File: src/logic/ldpc_qc_pkg.sv
`default_nettype none

package ldpc_qc_pkg;

	localparam int CIRC_SIZE = 360;	// bits per circulant
	localparam int SHIFT_W   = 9;	// enough for shifts up to 511
	localparam int N_BCOL    = 4;	// block columns in the codeword
	localparam int COL_W     = 2;
	localparam int N_BROW    = 3;	// block rows, one syndrome each
	localparam int ROW_W     = 2;
	localparam int N_ENT     = 8;	// nonzero circulants in the base matrix

	typedef struct packed {
		logic [COL_W-1:0]   col;
		logic [SHIFT_W-1:0] shift;	// always below CIRC_SIZE
		logic [ROW_W-1:0]   row;
		logic               row_last;	// closes the row syndrome
	} hb_entry_t;

	// base matrix, row major, each row closed by its row_last entry
	localparam hb_entry_t HB_TABLE [N_ENT] = '{
		'{col: 2'd0, shift: 9'd0,   row: 2'd0, row_last: 1'b0},
		'{col: 2'd1, shift: 9'd137, row: 2'd0, row_last: 1'b0},
		'{col: 2'd2, shift: 9'd359, row: 2'd0, row_last: 1'b1},
		'{col: 2'd1, shift: 9'd52,  row: 2'd1, row_last: 1'b0},
		'{col: 2'd3, shift: 9'd288, row: 2'd1, row_last: 1'b1},
		'{col: 2'd0, shift: 9'd201, row: 2'd2, row_last: 1'b0},
		'{col: 2'd2, shift: 9'd17,  row: 2'd2, row_last: 1'b0},
		'{col: 2'd3, shift: 9'd96,  row: 2'd2, row_last: 1'b1}
	};

endpackage

`default_nettype wire
File: src/logic/qc_entry_if.sv
`timescale 1ns/100ps
`default_nettype none

// one base-matrix entry moving down the pipeline
interface qc_entry_if;
	import ldpc_qc_pkg::*;

	logic               valid;
	logic [COL_W-1:0]   col;
	logic [SHIFT_W-1:0] shift;
	logic [ROW_W-1:0]   row;
	logic               row_last;

	modport src (
		output valid, col, shift, row, row_last
	);

	modport dst (
		input valid, col, shift, row, row_last
	);

endinterface

`default_nettype wire

File: src/logic/parity_sequencer.sv
`timescale 1ns/100ps
`default_nettype none

module parity_sequencer (
	input wire      sys_clk,
	input wire      rst_n,
	input wire      start,
	output logic    busy,
	qc_entry_if.src ent
);
	import ldpc_qc_pkg::*;

	localparam int PIPE_LAT = 3;	// read, rotate, accumulate
	localparam int CNT_LAST = N_ENT + PIPE_LAT - 1;
	localparam int CNT_W    = $clog2(CNT_LAST + 1);
	localparam int IDX_W    = $clog2(N_ENT);

	logic             running;
	logic [CNT_W-1:0] ent_cnt;
	hb_entry_t        cur;

	// counter keeps going past the table so busy covers the drain
	always_ff @(posedge sys_clk) begin
		if (!rst_n) begin
			running <= 1'b0;
			ent_cnt <= '0;
		end else if (!running) begin
			if (start) begin	// start during a run never gets here
				running <= 1'b1;
				ent_cnt <= '0;
			end
		end else if (ent_cnt == CNT_W'(CNT_LAST)) begin
			running <= 1'b0;
			ent_cnt <= '0;
		end else begin
			ent_cnt <= ent_cnt + 1'b1;
		end
	end

	assign cur = HB_TABLE[ent_cnt[IDX_W-1:0]];

	assign ent.valid    = running && (ent_cnt < CNT_W'(N_ENT));
	assign ent.col      = cur.col;
	assign ent.shift    = cur.shift;
	assign ent.row      = cur.row;
	assign ent.row_last = cur.row_last;

	assign busy = running;	// falls in the cycle done pulses

endmodule

`default_nettype wire

File: src/flat_wrapper.sv
// flat-port wrapper written by rule: the top's interface ports become plain ports
module parity_sequencer_flat import ldpc_qc_pkg::*;
  (sys_clk, rst_n, start, busy, ent_valid, ent_col, ent_shift, ent_row, ent_row_last);
  qc_entry_if ent_i ();
  input wire sys_clk;
  input wire rst_n;
  input wire start;
  output logic busy;
  output wire logic [$bits(ent_i.valid)-1:0] ent_valid;
  output wire logic [$bits(ent_i.col)-1:0] ent_col;
  output wire logic [$bits(ent_i.shift)-1:0] ent_shift;
  output wire logic [$bits(ent_i.row)-1:0] ent_row;
  output wire logic [$bits(ent_i.row_last)-1:0] ent_row_last;
  assign ent_valid = ent_i.valid;
  assign ent_col = ent_i.col;
  assign ent_shift = ent_i.shift;
  assign ent_row = ent_i.row;
  assign ent_row_last = ent_i.row_last;
  parity_sequencer u_core (.sys_clk(sys_clk), .rst_n(rst_n), .start(start), .busy(busy), .ent(ent_i));
endmodule
File: config.mk
export PLATFORM = sky130hd
export DESIGN_NAME = parity_sequencer_flat
export DESIGN_NICKNAME = d
export VERILOG_FILES = /design/src/logic/ldpc_qc_pkg.sv /design/src/logic/qc_entry_if.sv /design/src/logic/parity_sequencer.sv /design/src/flat_wrapper.sv
export SDC_FILE = /design/constraint.sdc
export NUM_CORES = 1
export LEC_CHECK = 0
export BUFFER_PORTS_ARGS = -buffer_cell sky130_fd_sc_hd__buf_2
export CORE_MARGIN = 4
export CORE_UTILIZATION = 30
export CTS_CLUSTER_DIAMETER = 40
export DETAILED_ROUTE_END_ITERATION = 6
export GPL_TIMING_DRIVEN = 0
export SLEW_MARGIN = 20
export SYNTH_ARGS = -nofsm -noshare
export SYNTH_HDL_FRONTEND = slang
export SYNTH_SLANG_ARGS = --single-unit
File: constraint.sdc
create_clock -name sys_clk -period 1.7 [get_ports sys_clk]
set_input_delay 0.34 -clock sys_clk [delete_from_list [all_inputs] [get_ports sys_clk]]
set_output_delay 0.34 -clock sys_clk [all_outputs]
set_load 0.02 [all_outputs]
* Word level (Yosys, flattened, before mapping)
Memory sizes are Yosys's and may differ from the RTL's.
Cells that the tools add are included.
** Storage, ports and cells
- Bits in registers :: 5
- Bits in read-only memories :: 112
- Input port bits :: 3
- Output and inout bits :: 16
- Word-level logic and storage cells :: 18
- Memories :: 1
** Memories
- (no name shown) :: depth 8, bits a word 14, rd ports 1, clocked after Yosys merged registers in 0, write ports 0, RTL line parity_sequencer.sv:40 : assign cur = HB_TABLE[ent_cnt[IDX_W-1:0]];
** Cells by class
- Add/subtract/negate cells :: 1
- $lt $le $gt $ge :: 2
- Eq/ne operators :: 1
- Muxes and demuxes :: 8
- Bitwise gates (word level) :: 1
- Reductions and logical operators :: 2
** Operators with widths (count)
- 2-to-1 mux 14 bit :: 2
- 2-to-1 mux 4 bit :: 3
- adder 4 x 1 -> 4 bit (second input constant) :: 1
- == test 4 bit (second input constant) :: 1
- greater-or-equal comparator 4 bit (second input constant) :: 1
- less-than comparator 4 bit (second input constant) :: 1
- NOT 3 -> 4 bit :: 1
- 2-to-1 mux 1 bit :: 3
- nonzero test 2 bit :: 1
- logical AND 1 bit :: 1

* Longest topological paths before layout
- Depth in word-level cells :: 4
- Depth in mapped cells :: 5
- Gate-level depth less buffers :: 5

* Worst setup path after synthesis
OpenSTA, ideal clock, no wires.
- Path type :: reg2out
- Start :: reg u_core.ent_cnt[0]
- End :: out ent_col[0]
- Data arrival time :: 1349 ps
- Data required time :: 1360 ps
- Slack :: 11 ps
- Stages on the path, launching flop included :: 4
- Buffers on the path :: 0
- Path through :: dfxtp_1 > inv_1 > ha_1 > a21oi_1
** On the way
- Cells in the longest elaborated chain, start to end :: 4
** Ends and longest elaborated chain
- start: declaration :: RTL line parity_sequencer.sv:19 : logic [CNT_W-1:0] ent_cnt;
- start signal: assignment :: RTL line parity_sequencer.sv:36 : ent_cnt <= ent_cnt + 1'b1;
- NOT 3 -> 4 bit (implied by the code) :: RTL line parity_sequencer.sv:40
- memory read (8 x 14 bit)
- 2-to-1 mux 14 bit (implied by the code) (2 in series) :: RTL line parity_sequencer.sv:40
- end: declaration :: RTL line flat_wrapper.sv:10 : output wire logic [$bits(ent_i.col)-1:0] ent_col;
No other way between the ends. The select of a mux whose other input is x is not followed.

* Worst setup path after layout
- Start :: reg u_core.ent_cnt[0]
- End :: out ent_shift[5]
** On the way
- Cells in the longest elaborated chain, start to end :: 4
** Ends and longest elaborated chain
- NOT 3 -> 4 bit (implied by the code) :: RTL line parity_sequencer.sv:40
- memory read (8 x 14 bit)
- 2-to-1 mux 14 bit (implied by the code) (2 in series) :: RTL line parity_sequencer.sv:40
- end: declaration :: RTL line flat_wrapper.sv:11 : output wire logic [$bits(ent_i.shift)-1:0] ent_shift;
No other way between the ends. The select of a mux whose other input is x is not followed.

==> flow_summary.ini <==
[logic_synthesis]
synth_top_family_by_area = simple AND/OR/NAND/NOR gates
synth_mux_area_share_pct = 0
synth_edf_count = 0
synth-adder-area-share_pct = 16.1
synthCells = 52
synth_flop_cell = dfxtp_1
synth.cell_area_um2 = 389
ys_types = 22
synth_area_per_cell_um2 = 7.48
synth-compound-area-share_pct = 17.4
synth-xor-area-share_pct = 0
synth_nets = 60
synth.area.top_cells = dfxtp_1 26%, ha_1 16%, nand2_1 8.7%, a21oi_1 7.7%, nor2_1 5.8%
ys_seq_area_share_pct = 25.7
async_flop_share_pct = 0
synth_top_cell_by_area = dfxtp_1
ys_ff_latch = 5
synth-simple-area-share_pct = 31.8
synth_top_area_share_pct = 25.7
yosysWarnings = 0

[routing]
route.detailed.drc = 0
vias = 432
drt_wl_total_um = 977
drtAntennaViolNets = 0
drt_pass1_iterations = 3
via_per_inst = 4.70
dr.first_iter.drc_count = 14
post_drt_wl_per_cell_um = 10.6

[layout]
layout-drive-gt1-share_pct = 51.3
nets = 87
final_common_cell = buf_2
insertedDiodeCount = 0
fillCellCount = 123
mostFrequentLayoutCells = 16 x buf_2, 9 x buf_4, 9 x nand2_1, 5 x nor2_1
final_cell_count_no_fill = 92
syn2layout_area_growth_pct = 58.2
final_util_pct = 53.2

[min_path]
hold_path_depth = 3
holdCritPathClass = primary input to flop

[grt]
grt_max_degree = 11
grt_pass1_wl_um = 1520
antenna_found_initial = 0
grt_use_total_pct = 10.1
grt_pass1_vias = 361
overflow = 0

[critical_path]
endpoint = ent_shift[5]
worstPathArrival_ps = 1320
startpoint_type = flop
startpoint = u_core.ent_cnt[0]$_SDFFE_PN0P_
worstSetupPathType = flop to output pin
worstPathMaxFanout = 6
worstPathRequired_ps = 1360
r2r-end = u_core.ent_cnt[2]$_SDFFE_PN0P_
rrSetupSlack_ps = 500
worstSetupEndpointType = output pin
r2r-start = u_core.ent_cnt[0]$_SDFFE_PN0P_
rr_worst_depth = 5

[timing]
hold_ws_ps = 377
tightestPinTransition_ps = 293
finalCritPeriodShare_pct = 97.6
finalClockSkew_ps = 2.61
maxSlewHeadroom_pct = 80.4
layout_setup_ws_ps = 40.4
hold_violations = 0
layout_min_cycle_time_ps = 1660
finalSetupViolCount = 0
drv_slew = 0
finalSetupTns_ps = 0
fmax_mhz = 603

[cts]
ctsRootBufferMaster = clkbuf_4
cts_tree = built
postCtsHoldBufs = 0
cts_num_sinks = 5
htreeDepth = 1
path_clk_slew_ps = 40
cts_buffer_depth = 2
clk-insertion-delay-late_ps = 240
cts_buffers = 3

[floorplan]
die-area_um2 = 1940
initial_core_util_pct = 33.7
rows = 12
ios = 19
core_um2 = 1160
die_w_um = 44.0
die_h_um = 44.0

[place]
gp_congestion = 0.783
port_buffers = 18
dp_cells = 84
pre_cts_ws_ps = 67.5
dp_hpwl_um = 683

[pwr]
power.leakage_nw = 0.317
powerDensity_nw_per_um2 = 588
irDropWorstVdd_v = 0.000337

[run]
maxCapViolations = 0

[status]
outcome = finished, final reports clean
kinds of logic (layout without fill, tap and decap cells):
| logic type | after synthesis | after routing |
|---|---|---|
| and+or+nand+nor | 24 | 24 |
| AOI/OAI and AO/OA | 11 | 11 |
| buffers and inverters | 7 | 33 |
| adders and majority gates | 5 | 5 |
| DFF | 5 | 5 |
worst min path at each step:
stage | from | to | slack (ps)
6_report | rst_n | u_core.ent_cnt[1]$_SDFFE_PN0P_ | 380
5_1_grt | rst_n | u_core.ent_cnt[1]$_SDFFE_PN0P_ | 380
4_1_cts | rst_n | u_core.ent_cnt[1]$_SDFFE_PN0P_ | 380
3_5_place_dp | u_core.ent_cnt[3]$_SDFFE_PN0P_ | u_core.ent_cnt[3]$_SDFFE_PN0P_ | 520
3_3_place_gp | u_core.ent_cnt[3]$_SDFFE_PN0P_ | u_core.ent_cnt[3]$_SDFFE_PN0P_ | 510
2_1_floorplan | u_core.ent_cnt[3]$_SDFFE_PN0P_ | u_core.ent_cnt[3]$_SDFFE_PN0P_ | 480
power by group:
part           switching [W]  internal [W]  leakage [nW]
sequential        0.00000835      0.000121        0.0423
combinational      0.0000544     0.0000415         0.260
clock              0.0000484     0.0000887        0.0150
synthesized netlist by cell type (all sizes together) (2+ instances only):
cell    count
dfxtp       5
a21oi       6
nand2b      2
nand2       9
nor2        6
buf         3
ha          5
inv         4
nor2b       2
worst max-delay path, stage by stage (launching register included):
cell	delay (ps)
dfxtp_4	380
clkinvlp_4	140
ha_4	270
a21oi_2	140
buf_4	150
metal layers:
metal	wire length (um)	vias up	part of all wire (%)	GRT usage [%]
met3	87	0	8.9	2.44
met4	0	0	0	5.42
met5	0	-	0	0
met2	429	14	44	14.0
met1	460	190	47	14.3
li1	-	228	-	-
stage by stage:
stage          area (um2)  total power (W)
2_1_floorplan         389         0.000182
3_3_place_gp          497         0.000204
3_5_place_dp          497         0.000205
4_1_cts               553         0.000354
5_1_grt               616         0.000390
6_report              616         0.000362
registers in the layout (all words and copies together) (netlist names):
name / cells
u_core.ent_cnt: 4
u_core.busy: 1
cell type report:
class	instances	area (um2)	area share, %
timing repair buffer	22	128	20.7
clock buffer	4	26.3	4.27
multi-input combinational	40	298	48.4
sequential	5	108	17.5
buffer	3	20.0	3.25
inverter	4	18.8	3.05
tap	14	17.5	2.85
timing repair:
item	in CTS	in global routing
resized for setup	6	11
pin swaps	0	1
setup endpoints to repair	10	5
buffers inserted	0	4
Note: power is estimated with default switching activity, not from simulation.
