===== config.mk =====
export PLATFORM = sky130hd
export DESIGN_NAME = syndrome_accum_flat
export DESIGN_NICKNAME = d
export VERILOG_FILES = /design/src/logic/ldpc_qc_pkg.sv /design/src/logic/qc_entry_if.sv /design/src/logic/syndrome_accum.sv /design/src/flat_wrapper.sv
export SDC_FILE = /design/constraint.sdc
export NUM_CORES = 1
export LEC_CHECK = 0
export BUFFER_PORTS_ARGS = -buffer_cell sky130_fd_sc_hd__buf_2
export CAP_MARGIN = 10
export CELL_PAD_IN_SITES_DETAIL_PLACEMENT = 1
export CELL_PAD_IN_SITES_GLOBAL_PLACEMENT = 1
export CORE_AREA = 4 4 288 290
export DETAILED_ROUTE_END_ITERATION = 8
export DIE_AREA = 0 0 292 294
export PLACE_DENSITY = 0.87
export SLEW_MARGIN = 40
export SYNTH_ARGS = -nofsm -noshare
export SYNTH_HDL_FRONTEND = slang
export SYNTH_SLANG_ARGS = --single-unit

===== constraint.sdc =====
create_clock -name sys_clk -period 10.7 [get_ports sys_clk]
set_input_delay 0.535 -clock sys_clk [delete_from_list [all_inputs] [get_ports sys_clk]]
set_output_delay 0.535 -clock sys_clk [all_outputs]
set_load 0.01 [all_outputs]

===== src/logic/ldpc_qc_pkg.sv =====
`default_nettype none

package ldpc_qc_pkg;

	localparam int CIRC_SIZE = 360;	// bits per circulant
	localparam int SHIFT_W   = 9;	// enough for shifts up to 511
	localparam int N_BCOL    = 4;	// block columns in the codeword
	localparam int COL_W     = 2;
	localparam int N_BROW    = 3;	// block rows, one syndrome each
	localparam int ROW_W     = 2;
	localparam int N_ENT     = 8;	// nonzero circulants in the base matrix

	typedef struct packed {
		logic [COL_W-1:0]   col;
		logic [SHIFT_W-1:0] shift;	// always below CIRC_SIZE
		logic [ROW_W-1:0]   row;
		logic               row_last;	// closes the row syndrome
	} hb_entry_t;

	// base matrix, row major, each row closed by its row_last entry
	localparam hb_entry_t HB_TABLE [N_ENT] = '{
		'{col: 2'd0, shift: 9'd0,   row: 2'd0, row_last: 1'b0},
		'{col: 2'd1, shift: 9'd137, row: 2'd0, row_last: 1'b0},
		'{col: 2'd2, shift: 9'd359, row: 2'd0, row_last: 1'b1},
		'{col: 2'd1, shift: 9'd52,  row: 2'd1, row_last: 1'b0},
		'{col: 2'd3, shift: 9'd288, row: 2'd1, row_last: 1'b1},
		'{col: 2'd0, shift: 9'd201, row: 2'd2, row_last: 1'b0},
		'{col: 2'd2, shift: 9'd17,  row: 2'd2, row_last: 1'b0},
		'{col: 2'd3, shift: 9'd96,  row: 2'd2, row_last: 1'b1}
	};

endpackage

`default_nettype wire

===== src/logic/qc_entry_if.sv =====
`timescale 1ns/100ps
`default_nettype none

// one base-matrix entry moving down the pipeline
interface qc_entry_if;
	import ldpc_qc_pkg::*;

	logic               valid;
	logic [COL_W-1:0]   col;
	logic [SHIFT_W-1:0] shift;
	logic [ROW_W-1:0]   row;
	logic               row_last;

	modport src (
		output valid, col, shift, row, row_last
	);

	modport dst (
		input valid, col, shift, row, row_last
	);

endinterface

`default_nettype wire


===== src/logic/syndrome_accum.sv =====
`timescale 1ns/100ps
`default_nettype none

module syndrome_accum #(
	parameter int CHD = 360	// bits per row syndrome
) (
	input wire                            sys_clk,
	input wire                            rst_n,
	input wire                            start,
	qc_entry_if.dst                       ent,
	input wire [CHD-1:0]                  shift_out,
	output logic                          synd_valid,
	output logic [ldpc_qc_pkg::ROW_W-1:0] synd_row,
	output logic [CHD-1:0]                synd_data,
	output logic                          synd_zero,
	output logic                          done,
	output logic                          check_ok
);
	import ldpc_qc_pkg::*;

	logic             tag_valid;	// entry tag lined up with shift_out
	logic [ROW_W-1:0] tag_row;
	logic             tag_last;
	logic [CHD-1:0]   acc;
	logic [CHD-1:0]   row_sum;
	logic             all_zero;	// running verdict of the current run
	logic             run_open;
	logic             last_row;

	assign row_sum  = acc ^ shift_out;
	assign last_row = synd_valid && (synd_row == ROW_W'(N_BROW - 1));

	always_ff @(posedge sys_clk) begin
		if (!rst_n) begin
			tag_valid  <= 1'b0;
			run_open   <= 1'b0;
			acc        <= '0;
			all_zero   <= 1'b1;
			synd_valid <= 1'b0;
			done       <= 1'b0;
			check_ok   <= 1'b0;
		end else begin
			tag_valid  <= ent.valid;
			synd_valid <= tag_valid && tag_last;
			done       <= last_row;

			if (start && !run_open) begin	// same acceptance as the sequencer
				run_open <= 1'b1;
				all_zero <= 1'b1;
				check_ok <= 1'b0;
				acc      <= '0;
			end else if (last_row) begin
				run_open <= 1'b0;
				check_ok <= all_zero;
			end

			if (tag_valid) begin
				if (tag_last) begin
					acc      <= '0;	// next row starts clean
					all_zero <= all_zero & ~|row_sum;
				end else begin
					acc <= row_sum;
				end
			end
		end
	end

	always_ff @(posedge sys_clk) begin
		tag_row  <= ent.row;
		tag_last <= ent.row_last;
		if (tag_valid && tag_last) begin
			synd_row  <= tag_row;
			synd_data <= row_sum;
			synd_zero <= ~|row_sum;
		end
	end

endmodule

`default_nettype wire


===== src/flat_wrapper.sv =====
// flat-port wrapper written by rule: the top's interface ports become plain ports
module syndrome_accum_flat import ldpc_qc_pkg::*;
#(
	parameter int CHD = 360	                        
)
  (sys_clk, rst_n, start, shift_out, synd_valid, synd_row, synd_data, synd_zero, done, check_ok, ent_valid, ent_col, ent_shift, ent_row, ent_row_last);
  qc_entry_if ent_i ();
  input wire sys_clk;
  input wire rst_n;
  input wire start;
  input wire [CHD-1:0] shift_out;
  output logic synd_valid;
  output logic [ldpc_qc_pkg::ROW_W-1:0] synd_row;
  output logic [CHD-1:0] synd_data;
  output logic synd_zero;
  output logic done;
  output logic check_ok;
  input wire logic [$bits(ent_i.valid)-1:0] ent_valid;
  input wire logic [$bits(ent_i.col)-1:0] ent_col;
  input wire logic [$bits(ent_i.shift)-1:0] ent_shift;
  input wire logic [$bits(ent_i.row)-1:0] ent_row;
  input wire logic [$bits(ent_i.row_last)-1:0] ent_row_last;
  assign ent_i.valid = ent_valid;
  assign ent_i.col = ent_col;
  assign ent_i.shift = ent_shift;
  assign ent_i.row = ent_row;
  assign ent_i.row_last = ent_row_last;
  syndrome_accum #(.CHD(CHD)) u_core (.sys_clk(sys_clk), .rst_n(rst_n), .start(start), .ent(ent_i), .shift_out(shift_out), .synd_valid(synd_valid), .synd_row(synd_row), .synd_data(synd_data), .synd_zero(synd_zero), .done(done), .check_ok(check_ok));
endmodule

Word level (Yosys, flattened, before mapping)

Cells that the tools add are included.

Bits in registers: 732
Bits of input ports: 378
Output and inout bits: 366

Multiplexer cells: 8
Equality and inequality tests: 1
Reductions and logical operators: 9
Bitwise gates (word level): 3

Operators by type and width:

| kind               | number |
|---|---|
| $mux 360           | 3 |
| $reduce_or 360->1  | 1 |
| $xor 360x360->360  | 1 |
| $mux 1             | 5 |
| $reduce_bool 2->1  | 2 |
| $logic_and 1x1->1  | 3 |
| $eq 2x2->1 const B | 1 |
| $logic_not 1->1    | 2 |
| $reduce_or 2->1    | 1 |
| $and 1x1->1        | 1 |
| $not 1->1          | 1 |

Longest topological paths before layout

Depth after elaboration: 6
Gate-level depth with buffers: 8
Gate-level depth less buffers: 7

Worst setup path after synthesis

OpenSTA, ideal clock, no wires.

Path kind: register to register
Start point: reg u_core.tag_valid
End point: reg u_core.synd_data[0] (enable)
Library setup time: 714 ps
Arrival: 7,452 ps
Cell stages (with the launch flop): 3
Setup slack: 2,534 ps
Path buffers: 0
Data required time: 9,986 ps
Path through: dfxtp_1 -> nand2_1 -> inv_1

Longest elaborated chain between the ends: 1

RTL lines:

| what                     | line                 | source |
|---|---|---|
| start: declaration       | syndrome_accum.sv:21 | `logic tag_valid;` |
| start signal: assignment | syndrome_accum.sv:43 | `tag_valid <= ent.valid;` |
| $logic_and 1x1->1        | syndrome_accum.sv:71 | `if (tag_valid && tag_last) begin` |
| end signal: assignment   | syndrome_accum.sv:73 | `synd_data <= row_sum;` |
| end: declaration         | syndrome_accum.sv:14 | `output logic [CHD-1:0] synd_data,` |

No other way between the ends.
A chain may end at the register's enable or synchronous reset.

Worst setup path in the final report

Start point: reg u_core.tag_last
End point: reg u_core.acc[290]

Longest elaborated chain between the ends: 2

RTL lines:

| what                     | line                 | source |
|---|---|---|
| start: declaration       | syndrome_accum.sv:23 | `logic tag_last;` |
| start signal: assignment | syndrome_accum.sv:70 | `tag_last <= ent.row_last;` |
| $mux 360                 | syndrome_accum.sv:58 | `if (tag_last) begin` |
| $mux 360                 | syndrome_accum.sv:57 | `if (tag_valid) begin` |
| end signal: assignment   | syndrome_accum.sv:62 | `acc <= row_sum;` |
| end: declaration         | syndrome_accum.sv:24 | `logic [CHD-1:0] acc;` |

No other way between the ends.

==> run summary <==
The floorplan die area came out at 85,850 sq um. The critical path ends at u_core.acc[290]$_SDFFE_PN0P_. The post-DP HPWL came out at 77,580 um. The worst path in the final design needs a cycle of 3.052 ns, including I/O delays and setup.

Timing would allow up to 327.6 MHz. The biggest fanout along the worst timing path is 178. The final worst-path cycle share came out at 28.53%.

On the worst path, the slowest cell contributes a delay of 0.66 ns. The final setup violation count came out at 0. The via count of the first global-routing pass came to 29.11k. The final routed DRC violation total is 0. The detailed-route wire length per cell came out at 22.43 um.

The core region is 80,290 sq um. The count of placed standard cells in the final layout, fillers left out came out at 5,111. The number of CTS-inserted buffers came out at 81. The share of post-route cells with drive strength above 1 is 22.31%. The average footprint of a synthesized cell came out at 9.506 sq um.

The post-route standard cell area excluding fillers is 38,530 sq um. Entering global routing, the biggest net connects 179 pins. The terminus of the critical flop-to-flop path is u_core.acc[290]$_SDFFE_PN0P_.

The number of buffers added to fix hold violations after cts came out at 3. Post-CTS timing repair inserted 0 buffers for setup. The count of nets left with antenna violations after detail routing is 0.

The critical path startpoint category is a flop. CTS saw 732 sinks. The Yosys warning count came out at 0.

The total number of vias is 27.39k. The part of the Yosys area used for sequential elements came out at 59.21%. The setup path with the least slack is of type reg -> reg. The number of detailed-route iterations in the first pass is 5. Summed over all layers, the routed wires come to 114,600 um.

The clock insertion delay at the later pin of the skew report came out at 0.64 ns. For this design the static power due to leakage is 0.01633 uW. In the final design database the tool counted 4,303 nets. The most critical setup path has its startpoint at u_core.tag_last$_DFF_P_. The reg-to-reg setup timing slack came out at 7.65 ns. In the routed layout, each cell is associated on average with a via count of 5.359. Setup repair after global routing left no endpoint under its margin.

For the worst setup path, the data arrival time is 3.54 ns. The starting DRC count in detailed routing came out at 1,694. The critical path goes through nand2b_4, buf_12, buf_6, o21ai_0, a21oi_1, nor2_1.

The max-cap check violation count is 0. The clock transition time at the flip-flop clock pins of the worst setup and hold paths came out at 0.06 ns. The worst slew margin relative to its limit came out at 40.55%. The post-synthesis net count is 3,627.

The flow ran to the end, and the final reports show no timing, DRC or antenna violations. The maximum count of clock buffers along a single path is 3. The initial core utilization came out at 38.47%. The root buffer cell chosen for the clock tree is sky130_fd_sc_hd__clkbuf_16.

The max-slew violation count came to 0. The synthesized flop and latch total is 732. From synthesis to final layout, the design area changed by 24.77%. The total power per unit cell area is 172.2 nW/um^2.

TritonCTS built the clock tree. The vertical die dimension came out at 294 um. The global-route wire length before repair is 169,700 um. The chip width came out at 292 um. For the final routed database, the setup TNS stands at 0 ns.

The post-synthesis cell area is 30,880 sq um. The number of placed cells counting well taps is 4,898. The worst hold path cell count came out at 2. The total number of placement rows is 104. The utilization of the core after routing came out at 47.99%. The H-tree depth reported by CTS came out at 3. The number of standard cells after synthesis came out at 3,249. The count of distinct cell types in the synthesized netlist came out at 35.

The total of cells resized after clock tree synthesis is 0. The launch instance of the worst register-to-register path is u_core.tag_last$_DFF_P_. The kind of capture point of the worst setup path is a flop. The number of failing hold endpoints at the final stage was 0.

The final setup skew is 0.04236 ns. The logic depth of the worst register-to-register path is 6. The placer congestion estimate came out at 0.8674. The slew at the pin closest to its max-slew limit is 0.8918 ns. The data required time at the worst endpoint is 11.19 ns.

The worst vdd rail ir drop is 0.0001095 V. The largest individual stage delay along the critical path comes from the cell sky130_fd_sc_hd__buf_6. Pin placement for this block handled 744 I/O pins. For this run the aggregate overflow at the end of global routing stands at 0.

The initial antenna violation count is 66. The total of buffers placed on input and output ports came out at 732. The overall fraction of global-route tracks in use came out at 25.21%.

In this run the worst hold path is classified as in -> reg. The instance area at placement came out at 35,540 sq um.
placed cells by master, fill, tap and decap left out, types with 2 or more instances in the layout:
master	synthesis	final
sky130_fd_sc_hd__or4bb_1	3	3
sky130_fd_sc_hd__buf_6	0	11
sky130_fd_sc_hd__dlygate4sd3_1	0	3
sky130_fd_sc_hd__inv_1	58	56
sky130_fd_sc_hd__buf_12	0	4
sky130_fd_sc_hd__xor2_1	304	304
sky130_fd_sc_hd__clkbuf_8	0	5
sky130_fd_sc_hd__inv_6	0	4
sky130_fd_sc_hd__clkinv_1	0	7
sky130_fd_sc_hd__inv_16	0	2
sky130_fd_sc_hd__a21oi_1	361	361
sky130_fd_sc_hd__clkinv_2	0	18
sky130_fd_sc_hd__nand4_1	19	19
sky130_fd_sc_hd__clkinv_16	0	2
sky130_fd_sc_hd__clkinvlp_4	0	4
sky130_fd_sc_hd__or4_1	5	5
sky130_fd_sc_hd__o21ai_0	360	360
sky130_fd_sc_hd__diode_2	0	57
sky130_fd_sc_hd__nor4_1	70	70
sky130_fd_sc_hd__inv_8	0	2
sky130_fd_sc_hd__dfxtp_1	369	369
sky130_fd_sc_hd__nor2_1	725	725
sky130_fd_sc_hd__clkbuf_16	0	82
sky130_fd_sc_hd__and4_1	9	9
sky130_fd_sc_hd__buf_16	0	2
sky130_fd_sc_hd__nand2_1	364	364
sky130_fd_sc_hd__clkbuf_1	160	17
sky130_fd_sc_hd__nand2b_4	0	2
sky130_fd_sc_hd__nor4_2	2	2
sky130_fd_sc_hd__bufinv_16	0	10
sky130_fd_sc_hd__edfxtp_1	363	363
sky130_fd_sc_hd__xnor2_1	56	56
sky130_fd_sc_hd__buf_2	0	732
power breakdown:
| group | internal (uW) | switching [uW] | total [uW] |
|---|---|---|---|
| clock | 1710 | 1220 | 2930 |
| combinational | 197 | 418 | 616 |
| sequential | 3040 | 48.9 | 3090 |
logic make-up (layout without fill, tap and decap cells):
group / count (synthesis) / after routing / share of synthesized area (%)
xor+xnor: 360 / 360 / 10.21
simple gates: 1215 / 1215 / 16.18
mux: 1 / 1 / 0.03241
buf+inv: 218 / 963 / 2.650
flops: 732 / 732 / 59.21
other cells: 0 / 57 / 0
compound gates: 723 / 723 / 11.72
layout make-up:
class	instances	area, sq um
inverters	58	237.7
flip-flops and latches	732	18290
well taps	1060	1326
clock inverters	48	593.1
repair buffers	753	3960
clock buffers	104	2185
fillers	9367	41750
multi-input cells	2299	11800
diodes	57	142.6
cells in the mapped netlist, drive strengths merged:
master | count | area (sq um)
nor4 | 73 | 484.2
or4bb | 4 | 48.79
clkbuf | 160 | 600.6
and4b | 1 | 10.01
inv | 58 | 217.7
nand3b | 1 | 7.510
o21ai | 361 | 1807
edfxtp | 363 | 10900
and2 | 1 | 6.260
nand4b | 1 | 8.760
nor2 | 725 | 2721
xnor2 | 56 | 490.5
and3 | 1 | 6.260
and4bb | 1 | 12.51
and4 | 10 | 88.84
nand2b | 3 | 18.77
nand4 | 20 | 131.4
mux2i | 1 | 10.01
nor4b | 1 | 15.01
a31oi | 1 | 6.260
nand2 | 364 | 1366
dfxtp | 369 | 7387
nor3 | 1 | 5.000
nor2b | 1 | 6.260
or4 | 6 | 48.80
a21oi | 361 | 1807
or4b | 1 | 10.01
xor2 | 304 | 2663
state kept, by name, summed over array words and instances, names as in the netlist:
register,count
u_core.acc,360
u_core.all_zero,1
u_core.check_ok,1
u_core.done,1
u_core.run_open,1
u_core.synd_data,360
u_core.synd_row,2
u_core.synd_valid,1
u_core.synd_zero,1
u_core.tag_last,1
u_core.tag_row,2
u_core.tag_valid,1
critical path: cells and delay by family (launching register included):
kind,cells,cell delay (ns)
compound gates,2,0.50
buf+inv,2,1.25
flops,1,0.40
simple gates,2,0.48
routing by layer:
| layer | part of all wire, % | global-route usage, % |
|---|---|---|
| met1 | 35 | 26.93 |
| met2 | 51 | 44.33 |
| met3 | 7.2 | 6.196 |
| met4 | 6.5 | 16.64 |
| met5 | 0.11 | 0 |
worst min path at each step:
| stage | startpoint | end | slack [ns] |
|---|---|---|---|
| final | rst_n | u_core.all_zero$_SDFF_PN1_ | 0.18 |
| after global routing | rst_n | u_core.all_zero$_SDFF_PN1_ | 0.15 |
| after CTS | rst_n | u_core.all_zero$_SDFF_PN1_ | 0.13 |
| after detailed placement | u_core.tag_row[0]$_DFF_P_ | u_core.synd_row[0]$_DFFE_PP_ | 0.41 |
| after global placement | u_core.tag_row[0]$_DFF_P_ | u_core.synd_row[0]$_DFFE_PP_ | 0.39 |
| after floorplan | u_core.tag_row[0]$_DFF_P_ | u_core.synd_row[0]$_DFFE_PP_ | 0.39 |
through the flow:
stage,power (uW),worst slack [ns],hold WS (ns)
finish,6637,7.648,0.1836
global route,6874,7.523,0.1465
CTS,6676,7.512,0.1253
detailed placement,3742,7.196,0.4089
global placement,3701,7.252,0.3869
floorplan,3461,2.534,0.3855
Power figures use the tool's default switching activity.
