## config.mk

```make
export PLATFORM = sky130hd
export DESIGN_NAME = block_buffer_flat
export DESIGN_NICKNAME = d
export VERILOG_FILES = /design/src/logic/ldpc_qc_pkg.sv /design/src/logic/qc_entry_if.sv /design/src/logic/block_buffer.sv /design/src/flat_wrapper.sv
export SDC_FILE = /design/constraint.sdc
export NUM_CORES = 1
export LEC_CHECK = 0
export ABC_CLOCK_PERIOD_IN_PS = 32700
export BUFFER_PORTS_ARGS = -buffer_cell sky130_fd_sc_hd__buf_2
export CAP_MARGIN = 25
export CELL_PAD_IN_SITES_DETAIL_PLACEMENT = 0
export CELL_PAD_IN_SITES_GLOBAL_PLACEMENT = 1
export CORE_AREA = 2 2 374 376
export DETAILED_ROUTE_END_ITERATION = 10
export DIE_AREA = 0 0 376 378
export GPL_ROUTABILITY_DRIVEN = 0
export GPL_TIMING_DRIVEN = 0
export PLACE_DENSITY = 0.74
export SYNTH_ARGS = -nofsm -noshare
export SYNTH_HDL_FRONTEND = slang
export SYNTH_SLANG_ARGS = --single-unit
```

## constraint.sdc

```tcl
create_clock -name sys_clk -period 32.7 [get_ports sys_clk]
set_input_delay 6.54 -clock sys_clk [delete_from_list [all_inputs] [get_ports sys_clk]]
set_output_delay 6.54 -clock sys_clk [all_outputs]
set_load 0.01 [all_outputs]
```

## src/logic/ldpc_qc_pkg.sv

```systemverilog
`default_nettype none

package ldpc_qc_pkg;

	localparam int CIRC_SIZE = 360;	// bits per circulant
	localparam int SHIFT_W   = 9;	// enough for shifts up to 511
	localparam int N_BCOL    = 4;	// block columns in the codeword
	localparam int COL_W     = 2;
	localparam int N_BROW    = 3;	// block rows, one syndrome each
	localparam int ROW_W     = 2;
	localparam int N_ENT     = 8;	// nonzero circulants in the base matrix

	typedef struct packed {
		logic [COL_W-1:0]   col;
		logic [SHIFT_W-1:0] shift;	// always below CIRC_SIZE
		logic [ROW_W-1:0]   row;
		logic               row_last;	// closes the row syndrome
	} hb_entry_t;

	// base matrix, row major, each row closed by its row_last entry
	localparam hb_entry_t HB_TABLE [N_ENT] = '{
		'{col: 2'd0, shift: 9'd0,   row: 2'd0, row_last: 1'b0},
		'{col: 2'd1, shift: 9'd137, row: 2'd0, row_last: 1'b0},
		'{col: 2'd2, shift: 9'd359, row: 2'd0, row_last: 1'b1},
		'{col: 2'd1, shift: 9'd52,  row: 2'd1, row_last: 1'b0},
		'{col: 2'd3, shift: 9'd288, row: 2'd1, row_last: 1'b1},
		'{col: 2'd0, shift: 9'd201, row: 2'd2, row_last: 1'b0},
		'{col: 2'd2, shift: 9'd17,  row: 2'd2, row_last: 1'b0},
		'{col: 2'd3, shift: 9'd96,  row: 2'd2, row_last: 1'b1}
	};

endpackage

`default_nettype wire
```

## src/logic/qc_entry_if.sv

```systemverilog
`timescale 1ns/100ps
`default_nettype none

// one base-matrix entry moving down the pipeline
interface qc_entry_if;
	import ldpc_qc_pkg::*;

	logic               valid;
	logic [COL_W-1:0]   col;
	logic [SHIFT_W-1:0] shift;
	logic [ROW_W-1:0]   row;
	logic               row_last;

	modport src (
		output valid, col, shift, row, row_last
	);

	modport dst (
		input valid, col, shift, row, row_last
	);

endinterface

`default_nettype wire

```

## src/logic/block_buffer.sv

```systemverilog
`timescale 1ns/100ps
`default_nettype none

module block_buffer #(
	parameter int CHD = 360,
	parameter int IND = 1
) (
	input wire                             sys_clk,
	input wire                             rst_n,
	input wire                             blk_wr,
	input wire [ldpc_qc_pkg::COL_W-1:0]    blk_addr,
	input wire [CHD*IND-1:0]               blk_data,
	qc_entry_if.dst                        ent_in,
	qc_entry_if.src                        ent_out,
	output logic [CHD*IND-1:0]             blk_q
);
	import ldpc_qc_pkg::*;

	logic [CHD*IND-1:0] mem [N_BCOL];	// one circulant block per column

	always_ff @(posedge sys_clk) begin
		if (blk_wr)
			mem[blk_addr] <= blk_data;	// host only writes while idle
		if (ent_in.valid)
			blk_q <= mem[ent_in.col];
	end

	// entry tag follows the read by one stage
	always_ff @(posedge sys_clk) begin
		if (!rst_n)
			ent_out.valid <= 1'b0;
		else
			ent_out.valid <= ent_in.valid;
	end

	always_ff @(posedge sys_clk) begin
		ent_out.col      <= ent_in.col;
		ent_out.shift    <= ent_in.shift;
		ent_out.row      <= ent_in.row;
		ent_out.row_last <= ent_in.row_last;
	end

endmodule

`default_nettype wire

```

## src/flat_wrapper.sv

```systemverilog
// flat-port wrapper written by rule: the top's interface ports become plain ports
module block_buffer_flat import ldpc_qc_pkg::*;
#(
	parameter int CHD = 360,
	parameter int IND = 1
)
  (sys_clk, rst_n, blk_wr, blk_addr, blk_data, blk_q, ent_in_valid, ent_in_col, ent_in_shift, ent_in_row, ent_in_row_last, ent_out_valid, ent_out_col, ent_out_shift, ent_out_row, ent_out_row_last);
  qc_entry_if ent_in_i ();
  qc_entry_if ent_out_i ();
  input wire sys_clk;
  input wire rst_n;
  input wire blk_wr;
  input wire [ldpc_qc_pkg::COL_W-1:0] blk_addr;
  input wire [CHD*IND-1:0] blk_data;
  output logic [CHD*IND-1:0] blk_q;
  input wire logic [$bits(ent_in_i.valid)-1:0] ent_in_valid;
  input wire logic [$bits(ent_in_i.col)-1:0] ent_in_col;
  input wire logic [$bits(ent_in_i.shift)-1:0] ent_in_shift;
  input wire logic [$bits(ent_in_i.row)-1:0] ent_in_row;
  input wire logic [$bits(ent_in_i.row_last)-1:0] ent_in_row_last;
  output wire logic [$bits(ent_out_i.valid)-1:0] ent_out_valid;
  output wire logic [$bits(ent_out_i.col)-1:0] ent_out_col;
  output wire logic [$bits(ent_out_i.shift)-1:0] ent_out_shift;
  output wire logic [$bits(ent_out_i.row)-1:0] ent_out_row;
  output wire logic [$bits(ent_out_i.row_last)-1:0] ent_out_row_last;
  assign ent_in_i.valid = ent_in_valid;
  assign ent_in_i.col = ent_in_col;
  assign ent_in_i.shift = ent_in_shift;
  assign ent_in_i.row = ent_in_row;
  assign ent_in_i.row_last = ent_in_row_last;
  assign ent_out_valid = ent_out_i.valid;
  assign ent_out_col = ent_out_i.col;
  assign ent_out_shift = ent_out_i.shift;
  assign ent_out_row = ent_out_i.row;
  assign ent_out_row_last = ent_out_i.row_last;
  block_buffer #(.CHD(CHD), .IND(IND)) u_core (.sys_clk(sys_clk), .rst_n(rst_n), .blk_wr(blk_wr), .blk_addr(blk_addr), .blk_data(blk_data), .ent_in(ent_in_i), .ent_out(ent_out_i), .blk_q(blk_q));
endmodule
```

======== Yosys cells after proc, flatten, opt, wreduce, memory -nomap -nowiden ========
Memories as Yosys holds them, arrays and structs flattened. A register that Yosys moved wholly into a read port is not among the register bits.
Cells that the tools add are included.
word-level totals
  output and inout bits ................... 375
  memories kept ........................... 1
  word-level logic and storage cells ...... 8
  memory bits (writable) .................. 1440
  register bits after elaboration ......... 15
memory list
  name        depth  width  rd ports  clocked after Yosys merged registers in  write ports  line                RTL
  u_core.mem  4      360    1         1                                        1            block_buffer.sv:19  logic [CHD*IND-1:0] mem [N_BCOL];
operators by class
  multiplexer cells ....................... 2
operator list
  operator  count
  $mux 1    2

======== Longest topological paths before layout ========
Gate-level depths: netlist of run 1.
  word-level depth ........................ 2
  gate-level depth with buffers ........... 4
  mapped depth without buffers ............ 1

======== Worst setup path before layout of run 1 ========
OpenSTA, ideal clock, no wires.
  path type ............................... input -> register
  start point ............................. input blk_addr[1] (netlist name)
  end point ............................... memory u_core.mem[0][0] (netlist name) (enable)
  buffers on the path ..................... 0
  cell stages on the path ................. 1
  library setup time ...................... 1.604 ns
  setup slack ............................. -1.414 ns
  required time ........................... 31.096 ns
  arrival ................................. 32.510 ns
  path through ............................ nor3b_1
RTL lines
  item                line                RTL
  start: declaration  flat_wrapper.sv:13  input wire [ldpc_qc_pkg::COL_W-1:0] blk_addr;
  end: declaration    block_buffer.sv:19
No word-level cell before the write port.

======== Worst setup path in the final report of run 1 ========
  start point ............................. input blk_addr[1] (netlist name)
  end point ............................... memory u_core.mem[0][300] (netlist name) (enable)
No word-level cell before the write port.

==> flow_summary_export.csv, run 1 <==
group,metric,value,unit
worst_setup_path,cp.buffers_inverters,10,
worst_setup_path,critPathLaunch,"blk_addr[1]",
min_path,hold_path.class,"flop to flop",
timing,fmax,116,MHz
timing,setup_viol,0,
global_route,gr-usage-met2,29.9,%
worst_setup_path,criticalPathCategory,"input port to flop",
timing,drv_slew,0,
timing,worst_pin_slew,0.976,ns
yosys,synth_fp_nets,2640,
yosys,synth-seq-area-share,86.1,%
timing,grt_setup_unrepaired,"no",
timing,tns,0,ns
routing,routed_wl,133000,um
worst_setup_path,critPathMostFrequentCell,"buf_16",
layout,syn_to_final_growth,20.6,%
worst_setup_path,path_delay_family,"buffers and inverters",
routing,avgViaCountPerCell,5.26,
pwr,p_per_area,65.0,nW/um^2
pwr,leakage,25.8,nW
routing,postRouteAntennaNets,0,
yosys,synth_cell_type_count,10,
floorplanning,core-area,139000,um^2
worst_setup_path,critPathMaxFanout,15,
yosys,syn_area,63100,um^2
global_route,antenna_found_initial,60,
placement,placed_cell_area,70500,um^2
cts,cts_sinks,1815,
floorplanning,die_y,378,um
worst_setup_path,path_cells,"buf_2 > nor3b_4 > buf_8 > buf_16 > buf_8 > buf_8 > buf_16 > buf_8 > buf_16 > buf_16 > buf_16",
worst_setup_path,slowest_delay,0.70,ns
yosys,postSynthCellCount,2260,
cts,cts_setup_buffers,0,
floorplanning,die_w,376,um
global_route,grt_use_met1,22.7,%
pwr,power,4.95,mW
worst_setup_path,crit_required,33.19,ns
cts,hold_buffers,0,
pwr,ir_worst_vdd,0.0548,mV
routing,via_count,27500,
worst_setup_path,worstPathArrival,9.14,ns
yosys,synth-seq-cells,1815,
cts,clkTransAtPathRegs,0.06,ns
timing,fin_crit_sh,26.5,%
routing,drt_iter0_drc,1975,
layout,layout-drive-gt1-share,43.8,%
routing,firstDrtPassIters,5,
worst_setup_path,ff2ff_setup_slack,31.51,ns
cts,cts_buffers,178,
layout,postLayoutCoreUtil,55.0,%
worst_setup_path,r2r-start,"u_core.mem[2][179]",
placement,port_buffers,754,
global_route,grt_usage,18.6,%
global_route,grt_max_degree,95,
run,max_cap_viol_count,0,
global_route,busiest_layer,"met2",
min_path,min_from,"u_core.mem[0][87]",
cts,h-tree-depth,4,
layout,nets,3631,
routing,routedWlPerCell,25.5,um
layout,fin_cells,5224,
floorplanning,io_pins,755,
yosys,avgSynthCellArea,27.9,um^2
floorplanning,rows,137,
global_route,use_met3,8.46,%
cts,cts_tree,"yes",
status,outcome,"finished clean",
cts,clock_latency,0.79,ns
global_route,grt_pass1_wl,192000,um
cts,cts-root-buf,"clkbuf_16",
timing,min_period,8.65,ns
cts,ctsLongestPathBuffers,3,
global_route,grt_pass1_vias,28500,
floorplanning,initial_utilization,45.6,%
layout,stdcell_area,76100,um^2
cts,cts_resized,0,
worst_setup_path,end_kind,"flop",
global_route,grt.overflow.total,0,
worst_setup_path,cpMaxStageDelayCell,"nor3b_4",
floorplanning,dieArea,142000,um^2
placement,hpwl,87500,um
timing,relSlewSlack,34.9,%
routing,route.detailed.drc,0,
placement,dp.cells,4878,
timing,skew,0.0337,ns
timing,finalHoldViolations,0,
worst_setup_path,crit_path_start_kind,"input port",
yosys,ys.warnings.count,0,
[where the power goes]
group | internal (mW) | switching [mW]
logic | 0.122 | 0.154
registers | 2.70 | 0.0298
clock network | 1.11 | 0.833
[per-layer routing]
| layer | share of wire, % | wire length, um |
|---|---|---|
| met5 | 0.35 | 470 |
| met4 | 2.2 | 2900 |
| met3 | 11 | 14000 |
| met2 | 49 | 65700 |
| met1 | 38 | 50200 |
[sequential cells by signal (all words and copies together) (netlist names)]
name and count:
u_core.ent_out.valid 1, u_core.mem 1440, u_core.ent_out.shift 9, u_core.ent_out.row 2, u_core.blk_q 360, u_core.ent_out.row_last 1
u_core.ent_out.col 2
[stage by stage]
stage          hold slack (ns)  worst slack, ns
2_1_floorplan            0.609            11.59
3_3_place_gp             0.609           -0.876
3_5_place_dp             0.616            23.19
4_1_cts                  0.613            24.07
5_1_grt                  0.622            23.96
6_report                 0.607            24.05
[layout by cell type, fill, tap and decap left out, types with 23 or more instances in the layout]
master,Yosys,routed
mux4_2,360,360
clkbuf_16,0,181
buf_6,34,34
buf_16,0,37
buf_2,39,792
diode_2,0,23
clkinv_1,0,34
clkbuf_1,7,58
edfxtp_1,1800,1800
clkinv_2,0,26
[cells in the mapped netlist]
cell type	number	area share [%]
clkbuf_1	7	0.042
buf_2	39	0.31
and2_1	1	0.0099
mux4_2	360	13
and3_1	1	0.0099
edfxtp_1	1800	86
nor3b_1	1	0.012
buf_6	34	0.61
dfxtp_1	15	0.48
and3b_1	2	0.028
[kinds of logic (layout without fill, tap and decap cells)]
logic type | count (synthesis) | count (layout) | synth area share (%)
simple gates | 5 | 5 | 0.0595
other cells | 0 | 23 | 0
mux | 360 | 360 | 12.8
flops | 1815 | 1815 | 86.1
buf+inv | 80 | 1214 | 0.958
[cell type report]
| class | instances | area (um^2) |
|---|---|---|
| plain buffers | 80 | 604 |
| multi-input cells | 365 | 8170 |
| clock inverters | 84 | 731 |
| fillers | 10300 | 62400 |
| diodes | 23 | 57.6 |
| flip-flops and latches | 1815 | 54400 |
| well taps | 1807 | 2260 |
| repair buffers | 811 | 5120 |
| clock buffers | 239 | 4820 |
[final timing paths]
| check | endpoint | cells past startpoint |
|---|---|---|
| worst max-delay path | u_core.mem[0][300] | 11 |
| worst min register to register | u_core.blk_q[87] | 1 |
| worst min-delay path | u_core.blk_q[87] | 1 |
| worst max register to register | u_core.blk_q[179] | 1 |
Note: power is estimated with default switching activity, not from simulation.
==> run 2: changes to the inputs <==
--- a/config.mk
+++ b/config.mk
@@ -5,17 +5,17 @@
 export SDC_FILE = /design/constraint.sdc
 export NUM_CORES = 1
 export LEC_CHECK = 0
-export ABC_CLOCK_PERIOD_IN_PS = 32700
+export ABC_CLOCK_PERIOD_IN_PS = 8500
 export BUFFER_PORTS_ARGS = -buffer_cell sky130_fd_sc_hd__buf_2
 export CAP_MARGIN = 25
 export CELL_PAD_IN_SITES_DETAIL_PLACEMENT = 0
 export CELL_PAD_IN_SITES_GLOBAL_PLACEMENT = 1
-export CORE_AREA = 2 2 374 376
+export CORE_AREA = 2 2 355 357
 export DETAILED_ROUTE_END_ITERATION = 10
-export DIE_AREA = 0 0 376 378
+export DIE_AREA = 0 0 357 359
 export GPL_ROUTABILITY_DRIVEN = 0
 export GPL_TIMING_DRIVEN = 0
-export PLACE_DENSITY = 0.74
+export PLACE_DENSITY = 0.78
 export SYNTH_ARGS = -nofsm -noshare
 export SYNTH_HDL_FRONTEND = slang
 export SYNTH_SLANG_ARGS = --single-unit
==> constraint.sdc (replaced) <==
create_clock -name sys_clk -period 8.5 [get_ports sys_clk]
set_input_delay 1.7 -clock sys_clk [delete_from_list [all_inputs] [get_ports sys_clk]]
set_output_delay 1.7 -clock sys_clk [all_outputs]
set_load 0.01 [all_outputs]
==> run 2 against run 1 <==
Hold slack better by 0.0044 ns. Clock skew is 0.0020 ns lower. Combinational power grew to 3.8 times the previous value. Final area is 0.30% lower. Critical path depth is 2 lower. Clock power grew to 3.9 times the previous value. Critical endpoint is now u_core.mem[0][326]. Largest power group unchanged.
==> flow_summary_export.csv, run 2 (synthesis results as in run 1) <==
group,metric,value,unit
layout,syn_to_final_growth,20.3,%
min_path,holdPathStages,1,
layout,fin_cells,5070,
worst_setup_path,end_kind,"flop",
pwr,switching_share,20.6,%
global_route,grt_usage,21.1,%
routing,routed_wl,135000,um
layout,largest_reg_flops,1440,
worst_setup_path,path_cells,"buf_2 > nor3b_4 > buf_16 > buf_8 > buf_8 > buf_8 > buf_8 > buf_8 > buf_8",
floorplanning,die_y,359,um
timing,fmax,273,MHz
min_path,min_from,"u_core.mem[2][102]",
timing,worst_pin_slew,0.962,ns
routing,postRouteAntennaNets,0,
worst_setup_path,critPathMostFrequentCell,"buf_8",
run,max_cap_viol_count,0,
worst_setup_path,cp.buffers_inverters,8,
pwr,power,19.2,mW
min_path,min_to,"u_core.blk_q[102]",
global_route,grt_pass1_wl,196000,um
layout,nets,3626,
pwr,leakage,25.8,nW
routing,routedWlPerCell,26.7,um
pwr,p_switching,3.96,mW
floorplanning,initial_utilization,50.6,%
placement,hpwl,88900,um
worst_setup_path,crit_path_start_kind,"input port",
pwr,comb_power_share,5.5,%
cts,cts_tree,"yes",
routing,via_count,28000,
timing,grt_setup_unrepaired,"no",
status,outcome,"finished clean",
worst_setup_path,ff2ff_setup_slack,7.32,ns
pwr,ir_worst_vdd,0.242,mV
worst_setup_path,criticalPathCategory,"input port to flop",
routing,avgViaCountPerCell,5.53,
floorplanning,die_w,357,um
global_route,grt.overflow.total,0,
layout,final_common_cell,"edfxtp_1",
floorplanning,rows,130,
pwr,intPower,15.2,mW
worst_setup_path,worstPathArrival,4.14,ns
worst_setup_path,crit_required,8.98,ns
worst_setup_path,rr_worst_depth,1,
placement,port_buffers,754,
timing,skew,0.0317,ns
timing,setup_viol,0,
worst_setup_path,critPathLaunch,"blk_addr[1]",
placement,dp.cells,4716,
timing,drv_slew,0,
floorplanning,core-area,125000,um^2
worst_setup_path,critPathMaxFanout,16,
layout,layout-drive-gt1-share,44.1,%
layout,largest_registers,"u_core.mem (1440), u_core.blk_q (360), u_core.ent_out.shift (9)",
pwr,pwr-share-seq,54.9,%
worst_setup_path,slowest_delay,0.80,ns
worst_setup_path,r2r_end,"u_core.blk_q[91]",
min_path,hold_path.class,"flop to flop",
cts,clock_latency,0.79,ns
worst_setup_path,r2r-start,"u_core.mem[1][91]",
worst_setup_path,path_delay_family,"buffers and inverters",
cts,cts_buffers,178,
routing,firstDrtPassIters,5,
cts,hold_buffers,0,
cts,clkTransAtPathRegs,0.06,ns
timing,min_period,3.66,ns
timing,relSlewSlack,35.8,%
cts,h-tree-depth,4,
timing,holdWs,0.611,ns
routing,drt_iter0_drc,2724,
routing,route.detailed.drc,0,
floorplanning,dieArea,128000,um^2
cts,cts-root-buf,"clkbuf_16",
floorplanning,io_pins,755,
pwr,p_per_area,253,nW/um^2
cts,cts_setup_buffers,0,
pwr,power.share.clock,39.6,%
cts,cts_sinks,1815,
timing,finalHoldViolations,0,
global_route,grt_pass1_vias,29600,
cts,ctsLongestPathBuffers,3,
global_route,antenna_found_initial,60,
layout,mostFrequentLayoutCells,"edfxtp_1 (1800), buf_2 (792), mux4_2 (360)",
layout,top_register,"u_core.mem",
cts,cts_resized,0,
global_route,grt_max_degree,103,
timing,fin_crit_sh,43.0,%
worst_setup_path,cpMaxStageDelayCell,"nor3b_4",
run 2: changes by cell type in the layout (fill, tap and decap cells not counted), sizes merged:
| cell | before | now |
|---|---|---|
| buf | 884 | 879 |
| bufinv | 9 | 11 |
| clkbuf | 246 | 229 |
| clkinv | 64 | 76 |
| clkinvlp | 3 | 7 |
| diode | 23 | 27 |
| inv | 8 | 11 |
run 2: per-stage QoR:
| step | cell area [um^2] | TNS, ns | utilization, % | setup WS [ns] |
|---|---|---|---|---|
| after CTS | 75800 | 0 | 60.8 | 4.85 |
| after global placement | 69000 | -5148.85 | 55.3 | -9.58 |
| after detailed placement | 70100 | 0 | 56.3 | 4.02 |
| after global routing | 75800 | 0 | 60.9 | 4.75 |
| after floorplan | 63100 | -985.44 | - | -2.74 |
| final | 75900 | 0 | 60.9 | 4.84 |
run 2: power groups by stage:
| stage | combinational [mW] | clock, mW | sequential, mW |
|---|---|---|---|
| after global placement | 0.976 | 0 | 10.8 |
| final | 1.06 | 7.59 | 10.5 |
| after floorplan | 0.433 | 0 | 10.8 |
| after detailed placement | 1.07 | 0 | 10.7 |
| after CTS | 1.07 | 7.73 | 10.5 |
| after global routing | 1.13 | 8.08 | 10.6 |
run 2: final cells by class:
cell class,instances,area (um^2)
clock buffers,222,4820
clock inverters,105,867
plain buffers,80,604
diodes,27,67.6
flip-flops and latches,1815,54400
repair buffers,806,4940
fillers,8389,48700
multi-input cells,365,8170
well taps,1650,2060
run 2: worst max path at each step:
stage | to | cells after the start
finish | u_core.mem[0][326] | 9
detailed placement | u_core.mem[0][327] | 9
global placement | u_core.mem[0][341] | 2
global route | u_core.mem[0][326] | 9
CTS | u_core.mem[0][321] | 9
floorplan | u_core.mem[0][0] | 1
run 2: layer usage:
layer	vias up	track usage (%)	share of wire [%]
li1	11800	-	-
met1	14600	26.0	36
met2	1284	33.7	49
met3	275	9.04	12
met4	72	7.06	2.8
met5	-	0	0.33
==> run 3: changes to the inputs <==
--- a/config.mk
+++ b/config.mk
@@ -5,17 +5,17 @@
 export SDC_FILE = /design/constraint.sdc
 export NUM_CORES = 1
 export LEC_CHECK = 0
-export ABC_CLOCK_PERIOD_IN_PS = 8500
+export ABC_CLOCK_PERIOD_IN_PS = 3200
 export BUFFER_PORTS_ARGS = -buffer_cell sky130_fd_sc_hd__buf_2
 export CAP_MARGIN = 25
 export CELL_PAD_IN_SITES_DETAIL_PLACEMENT = 0
 export CELL_PAD_IN_SITES_GLOBAL_PLACEMENT = 1
-export CORE_AREA = 2 2 355 357
+export CORE_AREA = 2 2 374 376
 export DETAILED_ROUTE_END_ITERATION = 10
-export DIE_AREA = 0 0 357 359
+export DIE_AREA = 0 0 376 378
 export GPL_ROUTABILITY_DRIVEN = 0
 export GPL_TIMING_DRIVEN = 0
-export PLACE_DENSITY = 0.78
+export PLACE_DENSITY = 0.74
 export SYNTH_ARGS = -nofsm -noshare
 export SYNTH_HDL_FRONTEND = slang
 export SYNTH_SLANG_ARGS = --single-unit
==> constraint.sdc (replaced) <==
create_clock -name sys_clk -period 3.2 [get_ports sys_clk]
set_input_delay 0.64 -clock sys_clk [delete_from_list [all_inputs] [get_ports sys_clk]]
set_output_delay 0.64 -clock sys_clk [all_outputs]
set_load 0.01 [all_outputs]
==> run 3 against run 2 <==
Flip-flop and latch count unchanged. Critical path depth decreased by 3. Combinational power increased to 3.0 times the previous value. Worst setup slack got worse by 4.3 ns. Non-clock buffer count increased by 344. Total power increased to 2.7 times the previous value. Register-to-register slack got worse by 5.3 ns. Die area increased by 11%. Clock power increased to 2.7 times the previous value. Clock skew decreased by 0.0027 ns. Sequential share of layout area decreased by 3.4 points. Utilization decreased by 3.4 points. Critical endpoint is now u_core.blk_q[336]. Largest cell class unchanged. Largest power group unchanged. Highest routed layer unchanged.
==> flow_summary_export.csv, run 3 (synthesis results as in run 1) <==
group,metric,value,unit
layout,nets,3971,
layout,postLayoutCoreUtil,57.6,%
layout,layout-drive-gt1-share,40.2,%
floorplanning,die_y,378,um
layout,largest_reg_flops,1440,
cts,ctsLongestPathBuffers,3,
timing,drv_slew,0,
pwr,leakage,27.3,nW
worst_setup_path,critPathMostFrequentCell,"buf_2",
routing,postRouteAntennaNets,0,
pwr,intPower,41.0,mW
pwr,switching_share,20.7,%
pwr,power.share.clock,39.8,%
placement,pre_cts_slack,-0.269,ns
global_route,antenna_found_initial,32,
worst_setup_path,critPathMaxFanout,10,
timing,skew,0.0289,ns
routing,route.detailed.drc,0,
timing,worst_pin_slew,0.824,ns
global_route,grt_pass1_wl,198000,um
cts,cts-root-buf,"clkbuf_16",
timing,setup_viol,0,
cts,cts_tree,"yes",
routing,routed_wl,136000,um
worst_setup_path,cpMaxStageDelayCell,"clkbuf_1",
floorplanning,rows,137,
routing,via_count,28800,
floorplanning,initial_utilization,45.6,%
worst_setup_path,worstPathArrival,3.19,ns
pwr,p_switching,10.7,mW
pwr,p_per_area,649,nW/um^2
cts,cts_sinks,1815,
worst_setup_path,r2r_end,"u_core.blk_q[336]",
placement,port_buffers,754,
global_route,grt_max_degree,97,
routing,avgViaCountPerCell,5.18,
worst_setup_path,slowest_delay,0.67,ns
floorplanning,die_w,376,um
cts,cts_buffers,179,
min_path,hold_path.class,"input port to flop",
global_route,grt.overflow.total,0,
cts,clkTransAtPathRegs,0.06,ns
global_route,grt_pass1_vias,30300,
timing,relSlewSlack,45.1,%
worst_setup_path,crit_required,3.72,ns
layout,top_register,"u_core.mem",
global_route,grt_use_met1,23.6,%
global_route,gr-usage-met2,31.2,%
pwr,power,51.7,mW
worst_setup_path,ff2ff_setup_slack,2.02,ns
floorplanning,io_pins,755,
floorplanning,dieArea,142000,um^2
worst_setup_path,path_cells,"dlygate4sd3_1 > buf_2 > buf_2 > clkbuf_1 > buf_2 > mux4_2",
timing,fmax,374,MHz
timing,finalHoldViolations,0,
layout,final_common_cell,"edfxtp_1",
pwr,ir_worst_vdd,0.525,mV
layout,mostFrequentLayoutCells,"edfxtp_1 (1800), buf_2 (792), mux4_2 (360)",
global_route,grt_usage,18.9,%
timing,fin_crit_sh,83.5,%
min_path,min_to,"u_core.mem[1][344]",
placement,hpwl,86800,um
routing,firstDrtPassIters,7,
status,outcome,"finished clean",
min_path,holdPathStages,1,
global_route,use_met3,6.90,%
worst_setup_path,end_kind,"flop",
timing,grt_setup_unrepaired,"no",
cts,clock_latency,0.80,ns
run,max_cap_viol_count,0,
min_path,min_from,"blk_data[344]",
pwr,comb_power_share,6.2,%
worst_setup_path,criticalPathCategory,"input port to flop",
layout,syn_to_final_growth,26.3,%
worst_setup_path,r2r-start,"u_core.mem[3][336]",
cts,h-tree-depth,4,
layout,largest_registers,"u_core.mem (1440), u_core.blk_q (360), u_core.ent_out.shift (9)",
worst_setup_path,crit_path_start_kind,"input port",
cts,hold_buffers,339,
routing,drt_iter0_drc,2272,
cts,cts_resized,0,
cts,cts_setup_buffers,0,
global_route,busiest_layer,"met2",
worst_setup_path,rr_worst_depth,1,
pwr,pwr-share-seq,54.0,%
timing,min_period,2.67,ns
timing,setup_slack,0.528,ns
routing,routedWlPerCell,24.4,um
floorplanning,core-area,139000,um^2
-- run 3: cell count changes in the layout (fill, tap and decap cells not counted), sizes merged, moves of 5 or more --
cell / change
dlygate4sd3: +339
clkinv: +12
diode: -11
inv: -7
buf: +5
bufinv: +5
-- run 3: worst max-delay path, delay by kind of cell --
kind / cells / cell delay (ns)
buf+inv: 5 / 2.12
mux: 1 / 0.42
-- run 3: how the worst max path moves through the flow --
stage / from / depth (start not counted) / endpoint / slack (ns)
global placement: blk_wr / 2 / u_core.mem[0][148] / -14.93
global route: ent_in_col[1] / 6 / u_core.blk_q[336] / 0.50
floorplan: blk_wr / 1 / u_core.mem[0][0] / -6.98
finish: ent_in_col[1] / 6 / u_core.blk_q[336] / 0.53
CTS: ent_in_col[1] / 6 / u_core.blk_q[336] / 0.53
detailed placement: blk_addr[1] / 7 / u_core.mem[1][65] / -0.27
-- run 3: cell type report --
type	count	area (um^2)
clock buffers	219	4730
multi-input cells	365	8170
fillers	9863	58800
flip-flops and latches	1815	54400
plain buffers	80	604
clock inverters	112	1120
well taps	1807	2260
diodes	16	40.0
repair buffers	1150	8430
-- run 3: layer usage --
metal  part of all wire [%]  vias to the layer above  wire [um]
li1                       -                    12500          -
met1                     38                    15000      51900
met5                   0.13                        -        183
met2                     50                     1033      68200
met3                    8.9                      228      12100
met4                    2.5                       30       3390
-- run 3: power by group through the flow --
stage	clock network, mW	logic [mW]	registers (mW)
floorplan	0	1.15	28.6
CTS	21.0	3.26	27.9
global placement	0	2.68	28.6
global route	22.0	3.42	28.0
finish	20.6	3.19	27.9
detailed placement	0	2.88	28.4
-- run 3: per-stage QoR --
step | setup TNS [ns] | hold slack, ns | instance area (um^2) | cells
after CTS | 0 | 0.000130 | 79700 | 5548
after global placement | - | 0.610 | 69200 | 4821
after floorplan | -3368.84 | 0.609 | 63100 | 2260
final | 0 | 0.0831 | 79700 | 5564
after detailed placement | -10.46 | 0.616 | 70400 | 4878
after global routing | 0 | 0.0275 | 79700 | 5559
